## src/hdl/ctrl_settings.svh

```systemverilog
`ifndef CTRL_SETTINGS_SVH
`define CTRL_SETTINGS_SVH

`define CTRL_XLEN   32
`define CTRL_REG_W  5
`define CTRL_OPC_W  5
`define CTRL_ALU_W  4

`define CTRL_NOP    32'h0000_0013  // addi x0, x0, 0

// Field positions inside an instruction word
`define CTRL_OPC_LSB 2
`define CTRL_RD_LSB  7
`define CTRL_F3_LSB  12
`define CTRL_RS1_LSB 15
`define CTRL_RS2_LSB 20
`define CTRL_F7_B30  30

`endif

```

## src/hdl/ctrl_pkg.sv

```systemverilog
`include "ctrl_settings.svh"

package ctrl_pkg;

  // Opcode bits [6:2]
  typedef enum logic [`CTRL_OPC_W-1:0] {
    OPC_LOAD   = 5'b00000,
    OPC_ITYPE  = 5'b00100,
    OPC_AUIPC  = 5'b00101,
    OPC_STORE  = 5'b01000,
    OPC_RTYPE  = 5'b01100,
    OPC_LUI    = 5'b01101,
    OPC_BRANCH = 5'b11000,
    OPC_JALR   = 5'b11001,
    OPC_JAL    = 5'b11011
  } opcode_e;

  typedef enum logic [2:0] {
    BR_BEQ  = 3'b000,
    BR_BNE  = 3'b001,
    BR_BLT  = 3'b100,
    BR_BGE  = 3'b101,
    BR_BLTU = 3'b110,
    BR_BGEU = 3'b111
  } branch_fn_e;

  typedef enum logic [2:0] {
    LD_LB  = 3'b000,
    LD_LH  = 3'b001,
    LD_LW  = 3'b010,
    LD_LBU = 3'b100,
    LD_LHU = 3'b101
  } load_fn_e;

  typedef enum logic [`CTRL_ALU_W-1:0] {
    ALU_ADD    = 4'd0,
    ALU_SUB    = 4'd1,
    ALU_AND    = 4'd2,
    ALU_OR     = 4'd3,
    ALU_XOR    = 4'd4,
    ALU_SLL    = 4'd5,
    ALU_SRL    = 4'd6,
    ALU_SRA    = 4'd7,
    ALU_SLT    = 4'd8,
    ALU_SLTU   = 4'd9,
    ALU_PASS_B = 4'd10  // lui
  } alu_op_e;

  typedef enum logic [1:0] {WB_MEM = 2'd0, WB_ALU = 2'd1, WB_PC4 = 2'd2} wb_sel_e;

  typedef enum logic [2:0] {
    LDX_WORD   = 3'd0,
    LDX_HALF_U = 3'd1,
    LDX_HALF_S = 3'd2,
    LDX_BYTE_U = 3'd3,
    LDX_BYTE_S = 3'd4
  } ldx_sel_e;

  typedef enum logic [1:0] {FWD_RF = 2'd0, FWD_ALU = 2'd1, FWD_MEM = 2'd2} fwd_sel_e;

  typedef enum logic [1:0] {OPA_REG = 2'd0, OPA_PC = 2'd1, OPA_MEM = 2'd2} op_a_sel_e;

endpackage

```

## src/hdl/ctrl_stage_regs.sv

```systemverilog
`timescale 1ns/100ps
`include "ctrl_settings.svh"

module ctrl_stage_regs (
  input  logic                 clk,
  input  logic                 rst,
  input  logic [`CTRL_XLEN-1:0] instr_d,
  input  logic                 redirect,
  output logic [`CTRL_XLEN-1:0] instr_x,
  output logic [`CTRL_XLEN-1:0] instr_wf
);

  logic [`CTRL_XLEN-1:0] instr_x_next;

  // The instruction behind a redirect is the wrong path
  assign instr_x_next = redirect ? `CTRL_NOP : instr_d;

  always_ff @(posedge clk) begin
    if (rst) begin
      instr_x  <= `CTRL_NOP;
      instr_wf <= `CTRL_NOP;
    end else begin
      instr_x  <= instr_x_next;
      instr_wf <= instr_x;  // X never stalls, so WF just follows
    end
  end

  // Redirect comes from the X decoder and must squash the D slot
  a_bubble_after_redirect : assert property (
    @(posedge clk) disable iff (rst)
    redirect |=> (instr_x == `CTRL_NOP)
  ) else $error("instr_x is not a NOP after redirect");

endmodule

```

## src/hdl/d_bypass.sv

```systemverilog
`timescale 1ns/100ps
`include "ctrl_settings.svh"

module d_bypass (
  input  logic [`CTRL_XLEN-1:0] instr_d,
  input  logic [`CTRL_XLEN-1:0] instr_wf,
  output logic                  rs1_bypass_d,
  output logic                  rs2_bypass_d
);
  import ctrl_pkg::*;

  opcode_e                opc_wf;
  logic [`CTRL_REG_W-1:0] rd_wf;
  logic [`CTRL_REG_W-1:0] rs1_d;
  logic [`CTRL_REG_W-1:0] rs2_d;
  logic                   wf_writes;

  assign opc_wf = opcode_e'(instr_wf[`CTRL_OPC_LSB +: `CTRL_OPC_W]);
  assign rd_wf  = instr_wf[`CTRL_RD_LSB +: `CTRL_REG_W];
  assign rs1_d  = instr_d[`CTRL_RS1_LSB +: `CTRL_REG_W];
  assign rs2_d  = instr_d[`CTRL_RS2_LSB +: `CTRL_REG_W];

  // Stores and branches have no rd, x0 is never written
  assign wf_writes = (opc_wf != OPC_STORE) && (opc_wf != OPC_BRANCH) &&
                     (rd_wf != '0);

  // Regfile write lands at the clock edge, D reads the bypassed value instead
  assign rs1_bypass_d = wf_writes && (rd_wf == rs1_d);
  assign rs2_bypass_d = wf_writes && (rd_wf == rs2_d);

endmodule

```

## src/hdl/pipe_ctrl_top.sv

```systemverilog
`timescale 1ns/100ps
`include "ctrl_settings.svh"

module pipe_ctrl_top (
  input  logic                  clk,
  input  logic                  rst,
  input  logic [`CTRL_XLEN-1:0] instr_d,
  input  logic                  br_eq,
  input  logic                  br_lt,
  output logic                  rs1_bypass_d,    // D stage
  output logic                  rs2_bypass_d,
  output ctrl_pkg::alu_op_e     alu_op,          // X stage
  output logic                  imm_sel,
  output logic                  br_un,
  output logic                  redirect,
  output ctrl_pkg::fwd_sel_e    rs1_fwd,
  output ctrl_pkg::fwd_sel_e    rs2_fwd,
  output ctrl_pkg::fwd_sel_e    store_data_sel,
  output ctrl_pkg::op_a_sel_e   op_a_sel,
  output logic                  rf_we,           // WF stage
  output ctrl_pkg::wb_sel_e     wb_sel,
  output ctrl_pkg::ldx_sel_e    ldx_sel,
  output logic                  mem_store
);

  logic [`CTRL_XLEN-1:0] instr_x;
  logic [`CTRL_XLEN-1:0] instr_wf;

  ctrl_stage_regs u_stage_regs (.clk, .rst, .instr_d, .redirect, .instr_x, .instr_wf);

  d_bypass u_d_bypass (.instr_d, .instr_wf, .rs1_bypass_d, .rs2_bypass_d);

  x_decode u_x_decode (
    .instr_x, .br_eq, .br_lt, .alu_op, .imm_sel, .br_un, .redirect
  );

  x_forward u_x_forward (
    .instr_x, .instr_wf, .rs1_fwd, .rs2_fwd, .store_data_sel, .op_a_sel
  );

  wf_decode u_wf_decode (.instr_wf, .rf_we, .wb_sel, .ldx_sel, .mem_store);

endmodule

```

## src/hdl/wf_decode.sv

```systemverilog
`timescale 1ns/100ps
`include "ctrl_settings.svh"

module wf_decode (
  input  logic [`CTRL_XLEN-1:0] instr_wf,
  output logic                  rf_we,
  output ctrl_pkg::wb_sel_e     wb_sel,
  output ctrl_pkg::ldx_sel_e    ldx_sel,
  output logic                  mem_store
);
  import ctrl_pkg::*;

  opcode_e  opc;
  load_fn_e ld_fn;

  assign opc   = opcode_e'(instr_wf[`CTRL_OPC_LSB +: `CTRL_OPC_W]);
  assign ld_fn = load_fn_e'(instr_wf[`CTRL_F3_LSB +: 3]);

  assign mem_store = (opc == OPC_STORE);  // Memory write strobe for the datapath

  always_comb begin
    rf_we   = 1'b0;
    wb_sel  = WB_ALU;
    ldx_sel = LDX_WORD;
    case (opc)
      OPC_RTYPE, OPC_ITYPE, OPC_AUIPC, OPC_LUI: begin
        rf_we = 1'b1;
      end
      OPC_JAL, OPC_JALR: begin
        rf_we  = 1'b1;
        wb_sel = WB_PC4;  // Link address
      end
      OPC_LOAD: begin
        rf_we  = 1'b1;
        wb_sel = WB_MEM;
        case (ld_fn)
          LD_LB:   ldx_sel = LDX_BYTE_S;
          LD_LBU:  ldx_sel = LDX_BYTE_U;
          LD_LH:   ldx_sel = LDX_HALF_S;
          LD_LHU:  ldx_sel = LDX_HALF_U;
          default: ldx_sel = LDX_WORD;
        endcase
      end
      default: rf_we = 1'b0;  // Store, branch, anything unknown
    endcase
  end

endmodule

```

## src/hdl/x_decode.sv

```systemverilog
`timescale 1ns/100ps
`include "ctrl_settings.svh"

module x_decode (
  input  logic [`CTRL_XLEN-1:0] instr_x,
  input  logic                  br_eq,
  input  logic                  br_lt,
  output ctrl_pkg::alu_op_e     alu_op,
  output logic                  imm_sel,
  output logic                  br_un,
  output logic                  redirect
);
  import ctrl_pkg::*;

  opcode_e    opc;
  branch_fn_e br_fn;
  logic [2:0] funct3;
  logic       bit30;
  logic       br_taken;

  assign opc    = opcode_e'(instr_x[`CTRL_OPC_LSB +: `CTRL_OPC_W]);
  assign funct3 = instr_x[`CTRL_F3_LSB +: 3];
  assign br_fn  = branch_fn_e'(funct3);
  assign bit30  = instr_x[`CTRL_F7_B30];

  assign imm_sel = (opc != OPC_RTYPE);  // Only R-type takes rs2 as operand B
  assign br_un   = (opc == OPC_BRANCH) && ((br_fn == BR_BLTU) || (br_fn == BR_BGEU));

  always_comb begin
    alu_op = ALU_ADD;  // Loads, stores, branches, jumps, auipc
    if (opc == OPC_LUI) begin
      alu_op = ALU_PASS_B;
    end else if ((opc == OPC_RTYPE) || (opc == OPC_ITYPE)) begin
      case (funct3)
        3'b000:  alu_op = (opc == OPC_RTYPE && bit30) ? ALU_SUB : ALU_ADD;  // No subi
        3'b001:  alu_op = ALU_SLL;
        3'b010:  alu_op = ALU_SLT;
        3'b011:  alu_op = ALU_SLTU;
        3'b100:  alu_op = ALU_XOR;
        3'b101:  alu_op = bit30 ? ALU_SRA : ALU_SRL;  // Shift type in bit 30 for both
        3'b110:  alu_op = ALU_OR;
        default: alu_op = ALU_AND;
      endcase
    end
  end

  // Comparator already runs signed or unsigned per br_un
  always_comb begin
    br_taken = 1'b0;
    if (opc == OPC_BRANCH) begin
      case (br_fn)
        BR_BEQ:          br_taken = br_eq;
        BR_BNE:          br_taken = !br_eq;
        BR_BLT, BR_BLTU: br_taken = br_lt;
        BR_BGE, BR_BGEU: br_taken = !br_lt;
        default:         br_taken = 1'b0;  // Reserved funct3
      endcase
    end
  end

  // Target is the ALU result for every redirect
  assign redirect = (opc == OPC_JAL) || (opc == OPC_JALR) || br_taken;

  always_comb begin
    if (br_un) begin
      a_br_un_only_branch : assert (opc == OPC_BRANCH)
        else $error("br_un high outside a branch");
    end
  end

endmodule

```

## src/hdl/x_forward.sv

```systemverilog
`timescale 1ns/100ps
`include "ctrl_settings.svh"

module x_forward (
  input  logic [`CTRL_XLEN-1:0] instr_x,
  input  logic [`CTRL_XLEN-1:0] instr_wf,
  output ctrl_pkg::fwd_sel_e    rs1_fwd,
  output ctrl_pkg::fwd_sel_e    rs2_fwd,
  output ctrl_pkg::fwd_sel_e    store_data_sel,
  output ctrl_pkg::op_a_sel_e   op_a_sel
);
  import ctrl_pkg::*;

  opcode_e                opc_x;
  opcode_e                opc_wf;
  logic [`CTRL_REG_W-1:0] rd_wf;
  logic [`CTRL_REG_W-1:0] rs1_x;
  logic [`CTRL_REG_W-1:0] rs2_x;
  logic                   wf_writer;
  logic                   wf_load;
  logic                   x_store;

  // Load results come from memory data, everything else from the WF ALU result
  function automatic fwd_sel_e pick_fwd(input logic hit, input logic from_load);
    if (!hit) begin
      return FWD_RF;
    end
    return from_load ? FWD_MEM : FWD_ALU;
  endfunction

  assign opc_x  = opcode_e'(instr_x[`CTRL_OPC_LSB +: `CTRL_OPC_W]);
  assign opc_wf = opcode_e'(instr_wf[`CTRL_OPC_LSB +: `CTRL_OPC_W]);
  assign rd_wf  = instr_wf[`CTRL_RD_LSB +: `CTRL_REG_W];
  assign rs1_x  = instr_x[`CTRL_RS1_LSB +: `CTRL_REG_W];
  assign rs2_x  = instr_x[`CTRL_RS2_LSB +: `CTRL_REG_W];

  assign wf_writer = (opc_wf != OPC_STORE) && (opc_wf != OPC_BRANCH) && (rd_wf != '0);
  assign wf_load   = (opc_wf == OPC_LOAD);
  assign x_store   = (opc_x == OPC_STORE);

  assign rs1_fwd        = pick_fwd(wf_writer && (rd_wf == rs1_x), wf_load);
  assign rs2_fwd        = pick_fwd(wf_writer && (rd_wf == rs2_x), wf_load);
  assign store_data_sel = pick_fwd(x_store && wf_writer && (rd_wf == rs2_x), wf_load);

  always_comb begin
    if ((opc_x == OPC_BRANCH) || (opc_x == OPC_JAL) || (opc_x == OPC_AUIPC)) begin
      op_a_sel = OPA_PC;
    end else if (x_store && wf_load && (rd_wf == rs1_x) && (rd_wf != '0)) begin
      op_a_sel = OPA_MEM;  // Store address base from a just-loaded pointer
    end else begin
      op_a_sel = OPA_REG;
    end
  end

  always_comb begin
    a_store_sel_only_store : assert (x_store || (store_data_sel == FWD_RF))
      else $error("store_data_sel forwards outside a store");
  end

endmodule
```

## config.mk

```make
export PLATFORM = sky130hd
export DESIGN_NAME = pipe_ctrl_top
export DESIGN_NICKNAME = d
export VERILOG_FILES = /design/src/hdl/ctrl_pkg.sv /design/src/hdl/ctrl_stage_regs.sv /design/src/hdl/d_bypass.sv /design/src/hdl/pipe_ctrl_top.sv /design/src/hdl/wf_decode.sv /design/src/hdl/x_decode.sv /design/src/hdl/x_forward.sv
export VERILOG_INCLUDE_DIRS = /design/src /design/src/hdl
export SDC_FILE = /design/constraint.sdc
export NUM_CORES = 1
export LEC_CHECK = 0
export BUFFER_PORTS_ARGS = -buffer_cell sky130_fd_sc_hd__buf_2
export CORE_MARGIN = 1
export CORE_UTILIZATION = 40
export DETAILED_ROUTE_END_ITERATION = 7
export PLACE_DENSITY = 0.71
export SYNTH_ARGS = -nofsm -noshare
export SYNTH_HDL_FRONTEND = slang
export SYNTH_SLANG_ARGS = --single-unit
```

## constraint.sdc

```tcl
create_clock -name clk -period 4.4 [get_ports clk]
set_input_delay 1.32 -clock clk [delete_from_list [all_inputs] [get_ports clk]]
set_output_delay 1.32 -clock clk [all_outputs]
set_load 0.05 [all_outputs]
```

# [After elaboration in Yosys (flattened, before gate mapping)]
# Index checks and enable logic that the tools add are counted.
[word_totals] output_inout_bits=24 regBits=46 inputBits=36 wordCells=81
[classes] n_reduce_logical=30 mux=17 eq_ne=32
[ops] operator="== test 5 x 4 -> 1 bit, second input constant" count=6
[ops] operator="case mux 4 bit (7 select lines)" count=1
[ops] operator="== test 5 bit, second input constant" count=5
[ops] operator="== test 5 x 3 -> 1 bit, second input constant" count=4
[ops] operator="== test 5 bit" count=4
[ops] operator="== test 3 bit, second input constant" count=6
[ops] operator="logical AND 1 bit" count=13
[ops] operator="2-to-1 mux 2 bit" count=6
[ops] operator="case mux 3 bit (4 select lines)" count=1
[ops] operator="!= test 5 x 4 -> 1 bit, second input constant" count=2
[ops] operator="2-to-1 mux 4 bit" count=2
[ops] operator="OR reduction 2 bit" count=4
[ops] operator="OR reduction 7 bit" count=1
[ops] operator="== test 3 x 1 -> 1 bit, second input constant" count=2
[ops] operator="== test 3 x 2 -> 1 bit, second input constant" count=2
[ops] operator="logical NOT 3 bit" count=2
[ops] operator="logical OR 1 bit" count=6
[ops] operator="logical NOT 5 bit" count=1
[ops] operator="!= test 5 bit, second input constant" count=1
[ops] operator="nonzero test 5 bit" count=1
[ops] operator="2-to-1 mux 1 bit" count=4
[ops] operator="case mux 1 bit (4 select lines)" count=1
[ops] operator="case mux 2 bit (2 select lines)" count=1
[ops] operator="2-to-1 mux 3 bit" count=1
[ops] operator="logical NOT 1 bit" count=2

# [Depth between registers and ports, before layout]
# Gate-level depths: netlist of run 1.
[depth] word_depth=6 mapped_depth=5 ltp_nobuf=3

# [Modules after synthesis]
# Synthesis of run 1 repeated with hierarchy kept, for this count alone.
[unflattened] cells_unflattened=231 area_unflattened_um2=2511.2
[modules_own_cells] module="ctrl_stage_regs" area_per_inst_um2=1858.0 seq_area_each_um2=1281.2 instances=1 cells_each=138
[modules_own_cells] module="x_forward" area_per_inst_um2=261.5 seq_area_each_um2=0.0 instances=1 cells_each=37
[modules_own_cells] module="x_decode" area_per_inst_um2=156.4 seq_area_each_um2=0.0 instances=1 cells_each=26
[modules_own_cells] module="d_bypass" area_per_inst_um2=136.4 seq_area_each_um2=0.0 instances=1 cells_each=17
[modules_own_cells] module="wf_decode" area_per_inst_um2=98.8 seq_area_each_um2=0.0 instances=1 cells_each=13

# [Worst setup path before layout of run 1]
# No wires, ideal clock.
[synth_path] path_kind="input to output" startpoint="in instr_d[24]" endpoint="out rs2_bypass_d" cell_stages=3 required_time_ps=3080 t_arrival_ps=3058 path_slack_ps=22 n_path_buf=0 path_cell_list="xnor2_1 > nand3_1 > nor4_1"
[synth_between] elab_chain_len=2
[synth_lines] element="start, declared" line="pipe_ctrl_top.sv:7" source="input logic [`CTRL_XLEN-1:0] instr_d,"
[synth_lines] element="== test 5 bit" line="d_bypass.sv:29" source="assign rs2_bypass_d = wf_writes && (rd_wf == rs2_d);"
[synth_lines] element="logical AND 1 bit" line="d_bypass.sv:29"
[synth_lines] element="end, declared" line="pipe_ctrl_top.sv:11" source="output logic rs2_bypass_d,"
# No other way between the ends.

# [Worst setup path in the final report of run 1]
# Ends and elaborated chain as after synthesis.

==> flow_summary.ini, run 1 <==
[run_status]
status = finished clean

[critical_path]
worstPathCellList = buf_2, xnor2_1, nand3_1, nor4_1, buf_2
critPathMaxStageDelay_ps = 310
path_class = in -> out
critical_path.startpoint = instr_d[24]
cp-start-kind = input port
r2r_cells = 3
cp.required_ps = 3080
crit_fanout = 2
r2r_slack_ps = 2700
r2r-start = u_stage_regs.instr_x[12]
r2r-end = u_stage_regs.instr_x[7]
cp_common_cell = buf_2
worstSetupEndpoint = rs2_bypass_d
end_kind = output port
crit_path_top_delay_cell = buf_2
cpLargestDelayFamily = buffers and inverters
worstPathArrival_ps = 2270
critPathBufInv = 2
crit_cells = 5

[placement]
port_buffers = 51
dp_hpwl_mm = 2.66
place_area_sq_um = 2090
routabilityCongestion = 0.829
dp_slack_ps = 851

[logic_synthesis]
yosysWarnings = 0
syn-num-nets = 244
synth_flop_cell = dfxtp_1
synthesis.area_sq_um = 1850
syn_inst = 208
ys_seq_area_frac = 0.400
synth_area_per_cell_sq_um = 8.90
synth_enable_flop_cells = 0
async_flop_share = 0
ys_seq_elements = 37
synth_cell_types = 39

[floorplan]
pin_count = 60
chipWidth_microns = 70.0
core_area_sq_um = 4410
rows = 24
start_util = 0.420
die-area_sq_um = 4910
fp.dieH_microns = 70.0

[detailed_routing]
ant_nets = 0
vias = 1555
drc = 0
initialDrtViolationCount = 99
dr.pass1.iters = 4
wl_per_cell_microns = 12.3
wl_mm = 3.69
avgViaCountPerCell = 5.17

[finish]
areaGrowthSynthToFinish_pct = 18.1
num_antenna_cells = 0
layout-drive-gt1-share = 0.285
fillers = 455
fin_area_sq_um = 2190
nNetsFinal = 284

[clocking]
cts-resized-gates = 0
clockBufferDepth = 2
post-cts-setup-buffers = 0
cts_root_buf = clkbuf_8
clkTransAtPathRegs_ps = 60
cts.sinks = 37
cts_tree = done
clk_latency_ps = 290
cts_made_buffers = 5
htreeDepth = 2
cts_hold_buf = 0

[timing]
fin_setup_tns_ps = 0
fin_crit_sh = 0.816
max_slew.worst_pin.slew_ps = 761
whs_ps = 434
drv_slew = 0
slew_headroom = 0.493
fin_skew_ps = 5.97
fmax_mhz = 279
fin_crit_ps = 3590
fin_ws_ps = 810
grt_setup_unrepaired = false
hold_violations = 0
finalSetupViolCount = 0

[grt]
gr-usage-met1 = 0.208
use_met3 = 0.0390
overflow = 0
grt_pass1_vias = 1421
grt_pass1_wl_mm = 6.21
grtUsageTotal = 0.160
antenna_found_initial = 0
grt_start_max_net_pins = 38
grt.busiest_layer = met2
grt_util_met2 = 0.244

[power_and_ir_drop]
ir_drop_uv = 128
p_per_area_nw_per_um2 = 336
p_leak_uw = 0.000912

[run]
drv_cap = 0

[min_path]
min_path_type = reg -> reg
==> logic make-up (layout without fill, tap and decap cells) <==
family / after synthesis / after routing / share of synthesized area
compound gates: 39 / 39 / 0.122
buf+inv: 23 / 64 / 0.0608
xor+xnor: 23 / 23 / 0.109
flops: 37 / 37 / 0.400
simple gates: 86 / 86 / 0.309
==> stage by stage <==
step / std cells / utilization / total power, uW
final: 301 / 0.495 / 735
after detailed placement: 293 / 0.473 / 493
after floorplan: 208 / - / 464
after global routing: 301 / 0.495 / 777
after CTS: 301 / 0.495 / 742
after global placement: 293 / 0.473 / 491
==> final cells by class <==
| class | count | area (sq um) | share of cell area |
|---|---|---|---|
| Clock inverter | 1 | 5.00 | 0.00229 |
| Inverter | 3 | 11.3 | 0.00515 |
| Multi-Input combinational cell | 148 | 998 | 0.457 |
| Sequential cell | 37 | 741 | 0.339 |
| Tap cell | 52 | 65.1 | 0.0297 |
| Timing Repair Buffer | 53 | 270 | 0.124 |
| Clock buffer | 7 | 96.3 | 0.0441 |
==> synth_stat cells, types with 2 or more instances <==
cell / n / share of area
and3_1: 2 / 0.0068
buf_2: 9 / 0.024
nand3_1: 5 / 0.014
nand3b_1: 26 / 0.11
nor2b_1: 10 / 0.034
xor2_1: 7 / 0.033
xnor2_1: 16 / 0.076
inv_1: 3 / 0.0061
nor4_2: 2 / 0.014
o211ai_1: 2 / 0.0081
nor3_1: 5 / 0.014
nor2_1: 10 / 0.020
nand4b_1: 2 / 0.0095
a21oi_1: 26 / 0.070
nand2_1: 5 / 0.010
or2_2: 2 / 0.0068
dfxtp_1: 37 / 0.40
clkbuf_1: 9 / 0.018
nor3_2: 2 / 0.011
nor4_1: 6 / 0.020
o21ai_0: 3 / 0.0081
buf_6: 2 / 0.012
==> cell usage in the layout (no fill, tap or decap), types with 6 or more instances in the layout <==
cell type and count:
nand3b_1 26, nor2b_1 10, a21oi_1 26, dfxtp_1 37, nor4_1 6, nor2_1 10
xnor2_1 16, xor2_1 7, buf_2 51, clkbuf_8 7
==> registers in the layout (all words and copies together) (netlist names) <==
| signal | cells |
|---|---|
| u_stage_regs.instr_x | 24 |
| u_stage_regs.instr_wf | 13 |
==> per-layer routing <==
metal	vias up	share of wire
li1	807	-
met1	695	0.46
met4	0	0.023
met5	-	0
met3	8	0.051
met2	45	0.47
==> power by group <==
part           switching [uW]  leakage [uW]  internal (uW)
logic                    68.7      0.000551           47.2
registers                17.6      0.000307            352
clock network             108     0.0000542            141
==> worst min-delay path by stage <==
stage,start,end,slack (ps),depth (start not counted)
floorplan,u_stage_regs.instr_x[10],u_stage_regs.instr_wf[10],410,1
global placement,u_stage_regs.instr_x[11],u_stage_regs.instr_wf[11],420,1
detailed placement,u_stage_regs.instr_x[10],u_stage_regs.instr_wf[10],420,1
CTS,u_stage_regs.instr_x[10],u_stage_regs.instr_wf[10],440,1
global route,u_stage_regs.instr_x[10],u_stage_regs.instr_wf[10],460,1
finish,u_stage_regs.instr_x[10],u_stage_regs.instr_wf[10],430,1
(Power assumes the default switching activity.)
==> run 2, diff against run 1 <==
--- a/config.mk
+++ b/config.mk
@@ -6,11 +6,12 @@
 export SDC_FILE = /design/constraint.sdc
 export NUM_CORES = 1
 export LEC_CHECK = 0
+export ABC_AREA = 1
 export BUFFER_PORTS_ARGS = -buffer_cell sky130_fd_sc_hd__buf_2
 export CORE_MARGIN = 1
 export CORE_UTILIZATION = 40
 export DETAILED_ROUTE_END_ITERATION = 7
-export PLACE_DENSITY = 0.71
+export PLACE_DENSITY = 0.75
 export SYNTH_ARGS = -nofsm -noshare
 export SYNTH_HDL_FRONTEND = slang
 export SYNTH_SLANG_ARGS = --single-unit
==> constraint.sdc (replaced) <==
create_clock -name clk -period 3.11 [get_ports clk]
set_input_delay 0.933 -clock clk [delete_from_list [all_inputs] [get_ports clk]]
set_output_delay 0.933 -clock clk [all_outputs]
set_load 0.05 [all_outputs]
==> flow_summary.ini, run 2 <==
[timing]
max_slew.worst_pin.slew_ps = 344
fin_crit_sh = 0.867
fin_setup_tns_ps = 0
grt_setup_unrepaired = false
hold_violations = 0
fin_skew_ps = 4.50
slew_headroom = 0.770
fmax_mhz = 371
finalSetupViolCount = 0
drv_slew = 0
fin_crit_ps = 2700

[floorplan]
fp.dieH_microns = 68.3
pin_count = 60
core_area_sq_um = 4120
start_util = 0.427
die-area_sq_um = 4660
chipWidth_microns = 68.3
rows = 23

[finish]
fillers = 441
regMostFlops = u_stage_regs.instr_x
seqCellArea_sq_um = 741
fin_cells = 356
areaGrowthSynthToFinish_pct = 20.6
num_antenna_cells = 0
layout_commonest_cell = inv_1
largest_registers = u_stage_regs.instr_x: 24 flops, u_stage_regs.instr_wf: 13 flops
layout-drive-gt1-share = 0.235
largest_reg_flops = 24
most-common-layout-cells = 60 x inv_1, 51 x buf_2, 46 x nor2_1, 38 x nand2_1, 37 x dfxtp_1
nNetsFinal = 341
multi_input_area_sq_um = 751

[power_and_ir_drop]
comb_power_share = 0.156
switchingPower_uw = 261
p_per_area_nw_per_um2 = 459
ir_drop_uv = 237
internal-power_uw = 711
clock_power_share = 0.312
p_leak_uw = 0.00117
swShare = 0.269
power_frac_seq = 0.532

[critical_path]
crit_fanout = 5
r2r-start = u_stage_regs.instr_x[12]
end_kind = output port
critical_path.startpoint = u_stage_regs.instr_wf[9]
r2r_cells = 8
r2r_slack_ps = 1720
cp-start-kind = flop
r2r-end = u_stage_regs.instr_x[3]
cp.required_ps = 2180
worstPathArrival_ps = 1760
path_class = reg -> out

[grt]
grt.busiest_layer = met2
gr-usage-met1 = 0.169
use_met3 = 0.0350
grt_util_met2 = 0.239
grtUsageTotal = 0.145
grt_pass1_vias = 1233
grt_pass1_wl_mm = 4.95
grt_start_max_net_pins = 24
antenna_found_initial = 0
overflow = 0

[logic_synthesis]
syn-num-nets = 290
ys_top_cells_by_area = dfxtp_1 42%, inv_1 13%, nor2_1 9.8%, nand2_1 8.1%, xnor2_1 5.5%
ys_seq_area_frac = 0.422
synthSimpleGateAreaFrac = 0.338
synth_compound_gate_area_share = 0.0185
ys_seq_elements = 37
yosysWarnings = 0
synth_flop_cell = dfxtp_1
yosys.area.top_type_share = 0.422
synth-xor-area-share = 0.0648
async_flop_share = 0
syn_inst = 254
synth_common_cells = 60 x inv_1, 46 x nor2_1, 38 x nand2_1
synthAdderAreaFrac = 0
synth_top_area_cell = dfxtp_1
synth_enable_flop_cells = 0
synthesis.area_sq_um = 1760
synth_cell_types = 22
synth_area_per_cell_sq_um = 6.92
synth_top_family_by_area = simple AND/OR/NAND/NOR gates
muxShareOfSynthArea = 0
synth.most_common_cell = inv_1

[placement]
dpl.cell_count = 348
dp_hpwl_mm = 2.50
port_buffers = 51
routabilityCongestion = 0.867

[clocking]
clk_latency_ps = 280
cts.sinks = 37
htreeDepth = 2
cts_root_buf = clkbuf_8
cts-resized-gates = 0
post-cts-setup-buffers = 0
cts_tree = done
clkTransAtPathRegs_ps = 60
cts_made_buffers = 5
cts_hold_buf = 0
clockBufferDepth = 2

[run]
drv_cap = 0

[detailed_routing]
vias = 1525
avgViaCountPerCell = 4.28
initialDrtViolationCount = 34
drc = 0
wl_per_cell_microns = 8.54
wl_mm = 3.04
dr.pass1.iters = 4
ant_nets = 0

[run_status]
status = finished clean

[min_path]
min_to = u_stage_regs.instr_wf[9]
min_path_type = reg -> reg
min_path_cells = 2
hp-start = u_stage_regs.instr_x[9]
## run 2: routing by layer
| layer | vias up | share of wire |
|---|---|---|
| met5 | - | 0 |
| met4 | 0 | 0.021 |
| met3 | 6 | 0.054 |
| met2 | 43 | 0.44 |
| met1 | 624 | 0.48 |
| li1 | 852 | - |
## run 2: worst max path at each step
stage	to
6_report	store_data_sel[0]
3_5_place_dp	rs2_bypass_d
5_1_grt	store_data_sel[0]
3_3_place_gp	redirect
2_1_floorplan	ldx_sel[1]
4_1_cts	store_data_sel[0]
## run 2: through the flow
stage               setup WS (ps)  hold slack (ps)  total power [uW]   util  area (sq um)
CTS                           387              406               987  0.515          2120
global placement              476              395               678  0.495          2040
finish                        413              402               973  0.515          2120
global route                  210              426              1030  0.515          2120
detailed placement            461              397               681  0.495          2040
floorplan                    34.6              388               642      -          1770
## run 2: final cells by class
cell class / instances / share of cell area
Multi-Input combinational cell: 149 / 0.354
Sequential cell: 37 / 0.350
Inverter: 61 / 0.108
Timing Repair Buffer: 51 / 0.120
Clock buffer: 8 / 0.0378
Tap cell: 50 / 0.0295
## run 2: critical path, stage by stage, from the launching register on
cell     delay (ps)
dfxtp_1         460
inv_1            70
nand3_1         100
nand2_1         140
nor2_1          220
nand3_1         120
nor2_1          100
buf_2           260
## run 2: power groups by stage
stage	Clock [uW]	Sequential, uW	Combinational (uW)
2_1_floorplan	0	520	122
4_1_cts	316	517	154
5_1_grt	334	521	172
6_report	304	517	152
3_3_place_gp	0	527	151
3_5_place_dp	0	528	153
## run 2: cells by family after synthesis
logic type | after synthesis
flip-flops | 37
XOR/XNOR | 13
buffers and inverters | 68
AO/OA/AOI/OAI | 5
AND/OR/NAND/NOR | 131
==> run 3, diff against run 2 <==
--- a/config.mk
+++ b/config.mk
@@ -6,12 +6,12 @@
 export SDC_FILE = /design/constraint.sdc
 export NUM_CORES = 1
 export LEC_CHECK = 0
-export ABC_AREA = 1
+export ABC_AREA = 0
 export BUFFER_PORTS_ARGS = -buffer_cell sky130_fd_sc_hd__buf_2
 export CORE_MARGIN = 1
 export CORE_UTILIZATION = 40
 export DETAILED_ROUTE_END_ITERATION = 7
-export PLACE_DENSITY = 0.75
+export PLACE_DENSITY = 0.74
 export SYNTH_ARGS = -nofsm -noshare
 export SYNTH_HDL_FRONTEND = slang
 export SYNTH_SLANG_ARGS = --single-unit
==> flow_summary.ini, run 3 (synthesized netlist as in run 1, its figures left out) <==
[floorplan]
rows = 24
start_util = 0.420
pin_count = 60
die-area_sq_um = 4910
chipWidth_microns = 70.0
core_area_sq_um = 4410
fp.dieH_microns = 70.0

[detailed_routing]
initialDrtViolationCount = 74
avgViaCountPerCell = 5.24
wl_per_cell_microns = 13.3
ant_nets = 0
dr.pass1.iters = 4
drc = 0
vias = 1582
wl_mm = 4.02

[clocking]
cts_hold_buf = 0
cts_root_buf = clkbuf_8
clk_latency_ps = 290
cts_tree = done
cts.sinks = 37
cts_made_buffers = 5
cts-resized-gates = 0
post-cts-setup-buffers = 0
clockBufferDepth = 2
htreeDepth = 2
clkTransAtPathRegs_ps = 70

[timing]
hold_violations = 0
max_slew.worst_pin.slew_ps = 776
fin_crit_sh = 0.925
fmax_mhz = 348
fin_skew_ps = 2.67
drv_slew = 0
fin_setup_tns_ps = 0
finalSetupViolCount = 0
grt_setup_unrepaired = false
fin_crit_ps = 2880
slew_headroom = 0.482

[finish]
seqCellArea_sq_um = 741
multi_input_area_sq_um = 1040
areaGrowthSynthToFinish_pct = 21.3
most-common-layout-cells = 51 x buf_2, 37 x dfxtp_1, 26 x a21oi_1, 26 x nand3b_1, 16 x xnor2_1
nNetsFinal = 285
num_antenna_cells = 0
layout-drive-gt1-share = 0.312
largest_reg_flops = 24
fillers = 425
layout_commonest_cell = buf_2
largest_registers = u_stage_regs.instr_x: 24 flops, u_stage_regs.instr_wf: 13 flops
fin_area_sq_um = 2250
regMostFlops = u_stage_regs.instr_x

[critical_path]
path_class = reg -> out
worstPathArrival_ps = 1940
end_kind = output port
crit_fanout = 5
cp-start-kind = flop
cp.required_ps = 2180

[grt]
grtUsageTotal = 0.171
grt_pass1_wl_mm = 6.73
grt_start_max_net_pins = 38
grt_pass1_vias = 1437
overflow = 0
antenna_found_initial = 0

[placement]
dp_hpwl_mm = 2.94
place_area_sq_um = 2130
routabilityCongestion = 0.789
port_buffers = 51

[run_status]
status = finished clean

[power_and_ir_drop]
p_per_area_nw_per_um2 = 495
p_leak_uw = 0.000920
ir_drop_uv = 245

[min_path]
min_path_type = reg -> reg

[run]
drv_cap = 0
-- run 3: cell types whose count changed in the layout (fill, tap and decap cells not counted), sizes merged, moves of 5 or more --
| cell | before | now |
|---|---|---|
| xor2 | 2 | 7 |
| nand4 | 6 | 1 |
| nor4 | 2 | 8 |
| nand3 | 20 | 5 |
| nand3b | 0 | 26 |
| nand2 | 39 | 5 |
| nor2b | 0 | 10 |
| xnor2 | 11 | 16 |
| inv | 61 | 3 |
| nor2 | 57 | 10 |
| a21oi | 0 | 26 |
-- run 3: where the power goes --
| group | internal [uW] | switching, uW |
|---|---|---|
| clock network | 240 | 176 |
| registers | 498 | 25.3 |
| logic | 68.5 | 104 |
-- run 3: final cells by class --
| cell class | count | share of cell area |
|---|---|---|
| Multi-Input combinational cell | 148 | 0.461 |
| Sequential cell | 37 | 0.330 |
| Timing Repair Buffer | 54 | 0.124 |
| Clock buffer | 5 | 0.0306 |
| Tap cell | 52 | 0.0290 |
| Clock inverter | 3 | 0.0206 |
| Inverter | 3 | 0.00501 |
-- run 3: worst max-delay path, cell delays in order, from the launching register on --
cell	delay [ps]
dfxtp_1	480
xor2_1	190
or4b_4	560
nor3_2	150
buf_2	270
-- run 3: path summary, 6_finish.rpt --
kind                             startpoint                   endpoint  slack [ps]  depth (start not counted)
setup / recovery  u_stage_regs.instr_wf[11]          store_data_sel[1]         230                          4
hold / removal     u_stage_regs.instr_x[10]  u_stage_regs.instr_wf[10]         440                          1
setup reg to reg   u_stage_regs.instr_x[12]   u_stage_regs.instr_x[30]        1430                          3
hold reg to reg    u_stage_regs.instr_x[10]  u_stage_regs.instr_wf[10]         440                          1
-- run 3: metal layers --
metal	up-vias	wire [microns]	GRT usage
li1	810	-	-
met1	717	1830	0.217
met2	50	1930	0.286
met3	5	231	0.0505
met4	0	27	0.0400
met5	-	0	0
-- run 3: per-stage QoR --
| step | setup WS [ps] | instances | utilization | hold WS [ps] | power (uW) |
|---|---|---|---|---|---|
| after detailed placement | 299 | 294 | 0.483 | 425 | 706 |
| after global routing | 64.3 | 302 | 0.509 | 463 | 1160 |
| after CTS | 214 | 302 | 0.509 | 443 | 1120 |
| after global placement | 353 | 294 | 0.483 | 419 | 701 |
| after floorplan | 42.2 | 208 | - | 414 | 661 |
| final | 233 | 302 | 0.509 | 441 | 1110 |
